`config.mk`:
```
export PLATFORM = sky130hd
export DESIGN_NAME = vector_lane
export DESIGN_NICKNAME = d
export VERILOG_FILES = /design/src/design/vlane_op_pkg.sv /design/src/design/vlane_res_pkg.sv /design/src/design/vector_lane.sv /design/src/design/lane_writeback.sv /design/src/design/div_unit.sv /design/src/design/mul_unit.sv /design/src/design/arith_unit.sv /design/src/design/lane_issue.sv
export SDC_FILE = /design/constraint.sdc
export NUM_CORES = 2
export LEC_CHECK = 0
export BUFFER_PORTS_ARGS = -buffer_cell sky130_fd_sc_hd__buf_2
export CORE_ASPECT_RATIO = 0.9
export CORE_MARGIN = 4
export CORE_UTILIZATION = 60
export DETAILED_ROUTE_END_ITERATION = 10
export PLACE_DENSITY_LB_ADDON = 0.1
export RECOVER_POWER = 50
export SYNTH_ARGS = -nofsm -noshare
export SYNTH_HDL_FRONTEND = slang
export SYNTH_SLANG_ARGS = --single-unit
```
`constraint.sdc`:
```
create_clock -name CLK -period 11.7 [get_ports CLK]
set_clock_uncertainty 0.05 [all_clocks]
set_input_delay 0.585 -clock CLK [delete_from_list [all_inputs] [get_ports CLK]]
set_output_delay 0.585 -clock CLK [all_outputs]
set_load 0.01 [all_outputs]
```
`src/design/vlane_op_pkg.sv`:
```
// Operation-side types for one vector lane: classes, opcodes, issued operation
package vlane_op_pkg;

  localparam int TAG_W = 4;  // Tag width, carried through to the result

  // Functional unit class of an element operation
  typedef enum logic [2:0] {
    FU_ARITH      = 3'd0,
    FU_MUL        = 3'd1,
    FU_DIV        = 3'd2,
    FU_PERM       = 3'd3,  // Not implemented in this lane
    FU_LOAD_STORE = 3'd4   // Not implemented in this lane
  } fu_type_e;

  // Opcode within a class, grouped by class in the upper bits
  typedef enum logic [4:0] {
    OP_ADD   = 5'h00,
    OP_SUB   = 5'h01,
    OP_AND   = 5'h02,
    OP_OR    = 5'h03,
    OP_XOR   = 5'h04,
    OP_SLL   = 5'h05,
    OP_SRL   = 5'h06,
    OP_SRA   = 5'h07,
    OP_MIN   = 5'h08,  // Signed
    OP_MAX   = 5'h09,  // Signed
    OP_ANDN  = 5'h0A,  // Mask and-not, vs1 & ~vs2
    OP_MUL   = 5'h10,  // Low word
    OP_MULH  = 5'h11,  // High word, signed x signed
    OP_MULHU = 5'h12,  // High word, unsigned x unsigned
    OP_DIV   = 5'h18,
    OP_DIVU  = 5'h19,
    OP_REM   = 5'h1A,
    OP_REMU  = 5'h1B
  } vl_opcode_e;

  // One element operation as seen at the lane input
  typedef struct packed {
    fu_type_e           fu_type;
    vl_opcode_e         opcode;
    logic [31:0]        vs1;
    logic [31:0]        vs2;
    logic [TAG_W-1:0]   tag;
  } lane_op_t;

endpackage
```
`src/design/vlane_res_pkg.sv`:
```
// Result-side types for one vector lane: exception codes and the result word
package vlane_res_pkg;

  // Per-element exception code
  typedef enum logic [1:0] {
    NONE        = 2'd0,
    DIV_ZERO    = 2'd1,
    OVERFLOW    = 2'd2,  // Signed -2^31 / -1
    UNSUPPORTED = 2'd3   // Class or opcode not handled by the lane
  } exc_e;

  // Result word returned by every functional unit
  typedef struct packed {
    logic [31:0]                    data;
    logic [vlane_op_pkg::TAG_W-1:0] tag;
    exc_e                           exc;
  } lane_result_t;

endpackage

```
`src/design/vector_lane.sv`:
```
// Vector lane top: issue, arith/mul/div units and result writeback
module vector_lane #(
  parameter int MUL_STAGES = 3  // 1 to 8
) (
  input  logic                        CLK,
  input  logic                        rst_n,
  input  logic                        op_valid,
  input  vlane_op_pkg::lane_op_t      op,
  output logic                        result_valid,
  output vlane_res_pkg::lane_result_t result,
  output logic                        busy,
  output logic                        issue_reject
);

  vlane_op_pkg::lane_op_t      issued;
  logic                        start_arith, start_mul, start_div;
  logic                        arith_valid, mul_valid, div_valid;
  vlane_res_pkg::lane_result_t arith_res, mul_res, div_res;

  lane_issue u_issue (
    .CLK          (CLK),
    .rst_n        (rst_n),
    .op_valid     (op_valid),
    .op           (op),
    .div_busy     (busy),
    .issued       (issued),
    .start_arith  (start_arith),
    .start_mul    (start_mul),
    .start_div    (start_div),
    .issue_reject (issue_reject)
  );

  arith_unit #(.MUL_STAGES(MUL_STAGES)) u_arith (
    .CLK         (CLK),
    .rst_n       (rst_n),
    .start_arith (start_arith),
    .issued      (issued),
    .arith_valid (arith_valid),
    .arith_res   (arith_res)
  );

  mul_unit #(.MUL_STAGES(MUL_STAGES)) u_mul (
    .CLK       (CLK),
    .rst_n     (rst_n),
    .start_mul (start_mul),
    .issued    (issued),
    .mul_valid (mul_valid),
    .mul_res   (mul_res)
  );

  div_unit u_div (
    .CLK       (CLK),
    .rst_n     (rst_n),
    .start_div (start_div),
    .issued    (issued),
    .div_valid (div_valid),
    .div_res   (div_res),
    .div_busy  (busy)       // Lane busy is the divider busy
  );

  lane_writeback u_wb (
    .CLK          (CLK),
    .rst_n        (rst_n),
    .arith_valid  (arith_valid),
    .mul_valid    (mul_valid),
    .div_valid    (div_valid),
    .arith_res    (arith_res),
    .mul_res      (mul_res),
    .div_res      (div_res),
    .result_valid (result_valid),
    .result       (result)
  );

endmodule

```
`src/design/lane_writeback.sv`:
```
// Lane writeback: merges the three unit results onto one registered port
module lane_writeback (
  input  logic                        CLK,
  input  logic                        rst_n,
  input  logic                        arith_valid,
  input  logic                        mul_valid,
  input  logic                        div_valid,
  input  vlane_res_pkg::lane_result_t arith_res,
  input  vlane_res_pkg::lane_result_t mul_res,
  input  vlane_res_pkg::lane_result_t div_res,
  output logic                        result_valid,
  output vlane_res_pkg::lane_result_t result
);

  localparam int RES_W = $bits(vlane_res_pkg::lane_result_t);

  logic             any_valid;
  logic [RES_W-1:0] merged;

  assign any_valid = arith_valid | mul_valid | div_valid;

  // One-hot AND-OR, units never overlap
  assign merged = ({RES_W{arith_valid}} & arith_res)
                | ({RES_W{mul_valid}}   & mul_res)
                | ({RES_W{div_valid}}   & div_res);

  always_ff @(posedge CLK or negedge rst_n) begin
    if (!rst_n) result_valid <= 1'b0;
    else        result_valid <= any_valid;
  end

  // Last result held while idle
  always_ff @(posedge CLK) begin
    if (any_valid) result <= vlane_res_pkg::lane_result_t'(merged);
  end

endmodule

```
`src/design/div_unit.sv`:
```
// Iterative radix-2 divider for DIV, DIVU, REM and REMU with RISC-V corner cases
module div_unit (
  input  logic                       CLK,
  input  logic                       rst_n,
  input  logic                       start_div,
  input  vlane_op_pkg::lane_op_t     issued,
  output logic                       div_valid,
  output vlane_res_pkg::lane_result_t div_res,
  output logic                       div_busy
);

  typedef enum logic [1:0] {IDLE, RUN, DONE} div_state_e;

  div_state_e                     state;
  logic [4:0]                     cnt;      // Iteration index
  logic [31:0]                    quo_q;    // Dividend shifts out, quotient shifts in
  logic [31:0]                    rem_q;
  logic [31:0]                    dvs_q;    // Divisor magnitude
  logic [31:0]                    dvd_q;    // Original dividend for rem by zero
  logic [vlane_op_pkg::TAG_W-1:0] tag_q;
  logic                           is_rem, neg_q, neg_r, zero_q, ovf_q;
  logic                           sgn, a_neg, b_neg;
  logic [32:0]                    shifted, diff;
  logic [31:0]                    q_fix, r_fix;

  assign sgn   = (issued.opcode == vlane_op_pkg::OP_DIV) | (issued.opcode == vlane_op_pkg::OP_REM);
  assign a_neg = sgn & issued.vs1[31];
  assign b_neg = sgn & issued.vs2[31];

  // One shift-subtract step
  assign shifted = {rem_q, quo_q[31]};
  assign diff    = shifted - {1'b0, dvs_q};

  always_ff @(posedge CLK or negedge rst_n) begin
    if (!rst_n) begin
      state <= IDLE;
      cnt   <= '0;
    end else begin
      case (state)
        IDLE: if (start_div) begin
          state <= RUN;
          cnt   <= '0;
        end
        RUN: begin
          cnt <= cnt + 5'd1;
          if (cnt == 5'd31) state <= DONE;  // 32nd step
        end
        DONE:    state <= IDLE;
        default: state <= IDLE;
      endcase
    end
  end

  always_ff @(posedge CLK) begin
    if (state == IDLE && start_div) begin
      quo_q  <= a_neg ? -issued.vs1 : issued.vs1;
      rem_q  <= '0;
      dvs_q  <= b_neg ? -issued.vs2 : issued.vs2;
      dvd_q  <= issued.vs1;
      tag_q  <= issued.tag;
      is_rem <= (issued.opcode == vlane_op_pkg::OP_REM) | (issued.opcode == vlane_op_pkg::OP_REMU);
      neg_q  <= a_neg ^ b_neg;
      neg_r  <= a_neg;  // Remainder follows dividend sign
      zero_q <= (issued.vs2 == '0);
      ovf_q  <= sgn & (issued.vs1 == 32'h8000_0000) & (issued.vs2 == 32'hFFFF_FFFF);
    end else if (state == RUN) begin
      if (!diff[32]) begin
        rem_q <= diff[31:0];
        quo_q <= {quo_q[30:0], 1'b1};
      end else begin
        rem_q <= shifted[31:0];
        quo_q <= {quo_q[30:0], 1'b0};
      end
    end
  end

  // Sign fix on the way out
  assign q_fix = neg_q ? -quo_q : quo_q;  // Overflow case lands on 0x8000_0000 here
  assign r_fix = neg_r ? -rem_q : rem_q;

  always_comb begin
    div_res.tag = tag_q;
    if (zero_q) begin
      div_res.data = is_rem ? dvd_q : 32'hFFFF_FFFF;
      div_res.exc  = vlane_res_pkg::DIV_ZERO;
    end else begin
      div_res.data = is_rem ? r_fix : q_fix;
      div_res.exc  = ovf_q ? vlane_res_pkg::OVERFLOW : vlane_res_pkg::NONE;
    end
  end

  assign div_valid = (state == DONE);
  assign div_busy  = start_div | (state != IDLE);  // Covers the start cycle too

endmodule

```
`src/design/mul_unit.sv`:
```
// Pipelined 32x32 multiplier returning the low or high product word
module mul_unit #(
  parameter int MUL_STAGES = 3
) (
  input  logic                       CLK,
  input  logic                       rst_n,
  input  logic                       start_mul,
  input  vlane_op_pkg::lane_op_t     issued,
  output logic                       mul_valid,
  output vlane_res_pkg::lane_result_t mul_res
);

  typedef struct packed {
    logic                           hi;   // Return upper word
    logic [vlane_op_pkg::TAG_W-1:0] tag;
    logic [63:0]                    prod;
  } mul_stage_t;

  logic                           op_vld;
  logic signed [32:0]             op_a, op_b;  // Sign or zero extended
  logic                           op_hi;
  logic [vlane_op_pkg::TAG_W-1:0] op_tag;
  logic signed [65:0]             full_prod;
  mul_stage_t                     stage [MUL_STAGES];
  logic [MUL_STAGES-1:0]          stage_vld;
  logic                           sgn;

  // Only MULHU is unsigned and the low word does not depend on sign
  assign sgn = (issued.opcode != vlane_op_pkg::OP_MULHU);

  always_ff @(posedge CLK or negedge rst_n) begin
    if (!rst_n) begin
      op_vld    <= 1'b0;
      stage_vld <= '0;
    end else begin
      op_vld       <= start_mul;
      stage_vld[0] <= op_vld;
      for (int i = 1; i < MUL_STAGES; i++) begin
        stage_vld[i] <= stage_vld[i-1];
      end
    end
  end

  // Operand capture
  always_ff @(posedge CLK) begin
    if (start_mul) begin
      op_a   <= {sgn & issued.vs1[31], issued.vs1};
      op_b   <= {sgn & issued.vs2[31], issued.vs2};
      op_hi  <= (issued.opcode != vlane_op_pkg::OP_MUL);
      op_tag <= issued.tag;
    end
  end

  assign full_prod = op_a * op_b;

  // Product pipeline MUL_STAGES deep
  always_ff @(posedge CLK) begin
    stage[0] <= '{hi: op_hi, tag: op_tag, prod: full_prod[63:0]};
    for (int i = 1; i < MUL_STAGES; i++) begin
      stage[i] <= stage[i-1];
    end
  end

  assign mul_valid    = stage_vld[MUL_STAGES-1];
  assign mul_res.data = stage[MUL_STAGES-1].hi ? stage[MUL_STAGES-1].prod[63:32]
                                               : stage[MUL_STAGES-1].prod[31:0];
  assign mul_res.tag  = stage[MUL_STAGES-1].tag;
  assign mul_res.exc  = vlane_res_pkg::NONE;

endmodule

```
`src/design/arith_unit.sv`:
```
// Integer ALU and mask logic, delayed to match the multiplier latency
module arith_unit #(
  parameter int MUL_STAGES = 3
) (
  input  logic                       CLK,
  input  logic                       rst_n,
  input  logic                       start_arith,
  input  vlane_op_pkg::lane_op_t     issued,
  output logic                       arith_valid,
  output vlane_res_pkg::lane_result_t arith_res
);

  vlane_res_pkg::lane_result_t alu_res;
  vlane_res_pkg::lane_result_t pipe_res [MUL_STAGES+1];
  logic [MUL_STAGES:0]         pipe_vld;
  logic [31:0]                 a, b;
  logic [4:0]                  shamt;

  assign a     = issued.vs1;
  assign b     = issued.vs2;
  assign shamt = b[4:0];  // Low 5 bits only

  always_comb begin
    alu_res.tag  = issued.tag;
    alu_res.exc  = vlane_res_pkg::NONE;
    alu_res.data = '0;
    if (issued.fu_type != vlane_op_pkg::FU_ARITH) begin
      alu_res.exc = vlane_res_pkg::UNSUPPORTED;  // PERM, LS, misrouted opcodes
    end else begin
      case (issued.opcode)
        vlane_op_pkg::OP_ADD:  alu_res.data = a + b;
        vlane_op_pkg::OP_SUB:  alu_res.data = a - b;
        vlane_op_pkg::OP_AND:  alu_res.data = a & b;
        vlane_op_pkg::OP_OR:   alu_res.data = a | b;
        vlane_op_pkg::OP_XOR:  alu_res.data = a ^ b;
        vlane_op_pkg::OP_SLL:  alu_res.data = a << shamt;
        vlane_op_pkg::OP_SRL:  alu_res.data = a >> shamt;
        vlane_op_pkg::OP_SRA:  alu_res.data = $signed(a) >>> shamt;
        vlane_op_pkg::OP_MIN:  alu_res.data = ($signed(a) < $signed(b)) ? a : b;
        vlane_op_pkg::OP_MAX:  alu_res.data = ($signed(a) > $signed(b)) ? a : b;
        vlane_op_pkg::OP_ANDN: alu_res.data = a & ~b;
        default:               alu_res.exc  = vlane_res_pkg::UNSUPPORTED;
      endcase
    end
  end

  // Compute stage plus MUL_STAGES delay slots
  always_ff @(posedge CLK or negedge rst_n) begin
    if (!rst_n) pipe_vld <= '0;
    else        pipe_vld <= {pipe_vld[MUL_STAGES-1:0], start_arith};
  end

  always_ff @(posedge CLK) begin
    pipe_res[0] <= alu_res;
    for (int i = 1; i <= MUL_STAGES; i++) begin
      pipe_res[i] <= pipe_res[i-1];
    end
  end

  assign arith_valid = pipe_vld[MUL_STAGES];
  assign arith_res   = pipe_res[MUL_STAGES];

endmodule

```
`src/design/lane_issue.sv`:
```
// Lane issue stage: input register, class/opcode decode and busy rejection
module lane_issue (
  input  logic                   CLK,
  input  logic                   rst_n,
  input  logic                   op_valid,
  input  vlane_op_pkg::lane_op_t op,
  input  logic                   div_busy,
  output vlane_op_pkg::lane_op_t issued,
  output logic                   start_arith,
  output logic                   start_mul,
  output logic                   start_div,
  output logic                   issue_reject
);

  logic accept;
  logic legal;
  logic mul_d, div_d;

  // Validity table, class against opcode
  function automatic logic op_legal(vlane_op_pkg::fu_type_e fu, vlane_op_pkg::vl_opcode_e opc);
    logic ok;
    ok = 1'b0;
    case (fu)
      vlane_op_pkg::FU_ARITH:
        ok = (opc inside {vlane_op_pkg::OP_ADD, vlane_op_pkg::OP_SUB, vlane_op_pkg::OP_AND,
                          vlane_op_pkg::OP_OR, vlane_op_pkg::OP_XOR, vlane_op_pkg::OP_SLL,
                          vlane_op_pkg::OP_SRL, vlane_op_pkg::OP_SRA, vlane_op_pkg::OP_MIN,
                          vlane_op_pkg::OP_MAX, vlane_op_pkg::OP_ANDN});
      vlane_op_pkg::FU_MUL:
        ok = (opc inside {vlane_op_pkg::OP_MUL, vlane_op_pkg::OP_MULH, vlane_op_pkg::OP_MULHU});
      vlane_op_pkg::FU_DIV:
        ok = (opc inside {vlane_op_pkg::OP_DIV, vlane_op_pkg::OP_DIVU,
                          vlane_op_pkg::OP_REM, vlane_op_pkg::OP_REMU});
      default: ok = 1'b0;  // PERM, LOAD_STORE and unused codes
    endcase
    return ok;
  endfunction

  assign accept       = op_valid & ~div_busy;
  assign issue_reject = op_valid & div_busy;  // Same-cycle drop flag

  assign legal = op_legal(op.fu_type, op.opcode);
  assign mul_d = accept & legal & (op.fu_type == vlane_op_pkg::FU_MUL);
  assign div_d = accept & legal & (op.fu_type == vlane_op_pkg::FU_DIV);

  // Strobes, exactly one per accepted op
  always_ff @(posedge CLK or negedge rst_n) begin
    if (!rst_n) begin
      start_arith <= 1'b0;
      start_mul   <= 1'b0;
      start_div   <= 1'b0;
    end else begin
      start_arith <= accept & ~mul_d & ~div_d;  // Also catches unsupported ops
      start_mul   <= mul_d;
      start_div   <= div_d;
    end
  end

  // Operation payload
  always_ff @(posedge CLK) begin
    if (accept) issued <= op;
  end

endmodule

```
==> flow_summary.ini <==
[worst_setup_path]
critical_path_required_ns = 12.17
critPathKind = reg2reg
crit_path_start_kind = flip-flop
worstPathMaxFanout = 33
endpoint_kind = flip-flop
worst_ep_arrival_time_ns = 10.00

[place]
hpwl_mm = 178
dp.cells = 8924
gp_congestion = 1.05
portBuffers = 119

[sta]
min_period_ns = 9.53
fmax_mhz = 105
slew_headroom_pct = -288
finalMaxSlewViolations = 654
worstMarginPinSlew_ns = 5.82
setup_viol = 0
finalHoldViolCount = 0
rsz0062_at_grt = no
setup_tns_ns = 0
fin_crit_sh_pct = 81.5

[yosys]
synth_edf_count = 290
synth.net_count = 9057
ys_ff_latch = 696
synth_top_area_share_pct = 31.4
yosysMostFrequentCell = inv_1
synth_area_per_cell_sq_um = 9.59
synth_largest_area_cell = fa_1
syn_inst = 7503
synthesis.area_sq_um = 71900
synthDistinctLibCells = 93
ys_seq_area_share_pct = 23.5
synth_ff_type = dfxtp_1
synth_commonest_cells = inv_1, fa_1, nand2_1
yosysWarnings = 0
async_flop_share_pct = 2.73
synthTopCellsByArea = fa_1, edfxtp_1, dfxtp_1

[floorplanning]
die_y_microns = 336
initial_utilization_pct = 60.4
boundaryPins = 120
rows = 120
core_sq_um = 119000
die-area_sq_um = 125000
dieWidth_microns = 373

[clock_network]
cts_buffers = 68
cts_root_buf = clkbuf_16
cts_tree = built
clock_latency_ns = 0.67
cts_sinks = 696
cts_setup_buffers = 0
htreeDepth = 3
cts_buffer_depth = 3
path_clk_slew_ns = 0.07

[finish]
final_util_pct = 64.0
fin_cells = 9058
syn_to_final_growth_pct = 5.94
final_layout_size_suffix_gt1_share_pct = 5.44
nets = 8966

[status]
status = finished with violations
violations = capacitance limit, slew limit

[run]
cap_violations = 28

[global_route]
first_global_vias = 55700
antenna_found_initial = 20
grt_max_degree = 89
grt_overflow = 0
grt_pass1_wl_mm = 352
grtUsageTotal_pct = 37.3

[routing]
totalWireLength_mm = 232
wire_per_inst_microns = 25.7
vias_per_cell = 6.09
dr.first_iter.drc_count = 6643
vias = 55200
drt-pass1-iter-count = 9
final_antenna_net_count = 0
drcViolationCount = 0

[power]
p_per_area_nw_per_um2 = 186
leakage_nw = 34.7
peakVddDrop_v = 0.000306

[min_path]
hold_class = in2reg
per-stage QoR:
step	cell area [sq um]	worst slack (ns)	hold WS, ns	power [mW]
2_1_floorplan	71900	3.61	0.239	9.14
3_3_place_gp	74100	2.75	0.259	11.6
3_5_place_dp	74100	2.67	0.262	11.7
4_1_cts	76500	2.63	0.00205	14.0
5_1_grt	76200	1.97	0.0176	15.2
6_report	76200	2.17	0.0427	14.2
area by class of cell:
type / count / area [sq um]
Clock inverter: 38 / 464
Tap cell: 1586 / 1980
Fill cell: 10000 / 42900
Sequential cell: 696 / 16900
Clock buffer: 87 / 1840
Multi-Input combinational cell: 5126 / 48700
Antenna cell: 5 / 12.5
Inverter: 1234 / 4630
Timing Repair Buffer: 286 / 1610
sequential cells by signal, indices dropped and copies added (netlist names), 5 cells and up:
register / flops
u_div.quo_q: 32
u_mul.op_b: 33
u_wb.result: 38
u_div.dvd_q: 32
u_arith.pipe_res: 148
u_div.dvs_q: 32
u_issue.issued: 76
u_div.rem_q: 32
u_mul.stage: 207
u_mul.op_a: 33
u_div.cnt: 5
cells by family (layout without fill, tap and decap cells):
family,count (synthesis),after routing,share of synthesized area (%)
fa+ha+maj,1475,1475,37.4
xor+xnor,264,264,3.21
other cells,0,5,0
simple gates,2018,2018,13.7
compound gates,1206,1206,10.7
mux,163,163,2.56
buf+inv,1681,1645,8.81
flops,696,696,23.5
layer usage:
layer	vias up	track usage [%]	routed length, microns
li1	23800	-	-
met1	27600	52.8	94700
met2	3100	55.5	99500
met3	659	9.42	26600
met4	10	15.2	11400
met5	-	0	159
what timing repair did:
item / in CTS / in global routing
endpoints found under the hold margin: 22 / 0
hold buffers: 4 / 0
resized for setup: 0 / 0
path summary, 6_finish.rpt:
check | start | to | slack (ns) | depth (start not counted)
worst max-delay path | u_mul.op_a[0] | u_mul.stage[0][63] | 2.17 | 24
worst min-delay path | op[38] | u_issue.issued[38] | 0.04 | 1
worst max register to register | u_mul.op_a[0] | u_mul.stage[0][63] | 2.17 | 24
worst min register to register | u_arith.pipe_res[2][31] | u_arith.pipe_res[3][31] | 0.26 | 0
max in group asynchronous | rst_n | u_arith.pipe_vld[3] | 10.39 | 2
min in group asynchronous | rst_n | u_wb.result_valid | 0.58 | 2
layout by cell type (no fill, tap or decap), types with 22 or more instances in the layout:
cell	count
clkbuf_16	69
a221oi_1	28
xnor2_1	178
mux2i_1	102
nor3_1	59
o211ai_1	29
a22oi_1	38
a32oi_1	25
o21ai_1	107
a21oi_1	293
nand3_1	62
o21ai_0	224
dfxtp_1	387
a21o_1	63
nor2_1	255
nand4_1	37
fa_1	1128
and2_1	561
a31oi_1	47
o221ai_1	22
clkbuf_1	101
buf_2	87
inv_1	1219
o21bai_1	26
a211oi_1	43
nand2b_1	33
o31ai_1	39
mux2_2	49
xor2_1	85
nand2_1	829
o22ai_1	54
nor4_1	23
nor2b_1	58
buf_4	107
ha_1	347
edfxtp_1	290
power breakdown:
| part | switching, mW | internal [mW] |
|---|---|---|
| Sequential | 0.303 | 3.11 |
| Clock | 1.03 | 1.24 |
| Combinational | 5.26 | 3.22 |
critical path: stages (launching register included):
cell and delay, ns:
edfxtp_1 0.34, clkbuf_1 1.64, nand2_1 0.20, fa_1 0.56, inv_1 0.05, fa_1 0.37, inv_1 0.09, fa_1 0.45
fa_1 0.49, inv_1 0.04, ha_1 0.28, ha_1 0.31, fa_1 0.52, fa_1 0.43, ha_1 0.37, nand2_1 0.15
o22ai_1 0.12, o21ai_0 0.66, a211oi_1 0.25, nor3b_1 0.56, o21ai_1 0.38, a31oi_1 0.56, o2111ai_1 0.19, a21oi_1 0.21
xnor2_1 0.09
(Power assumes the default switching activity.)
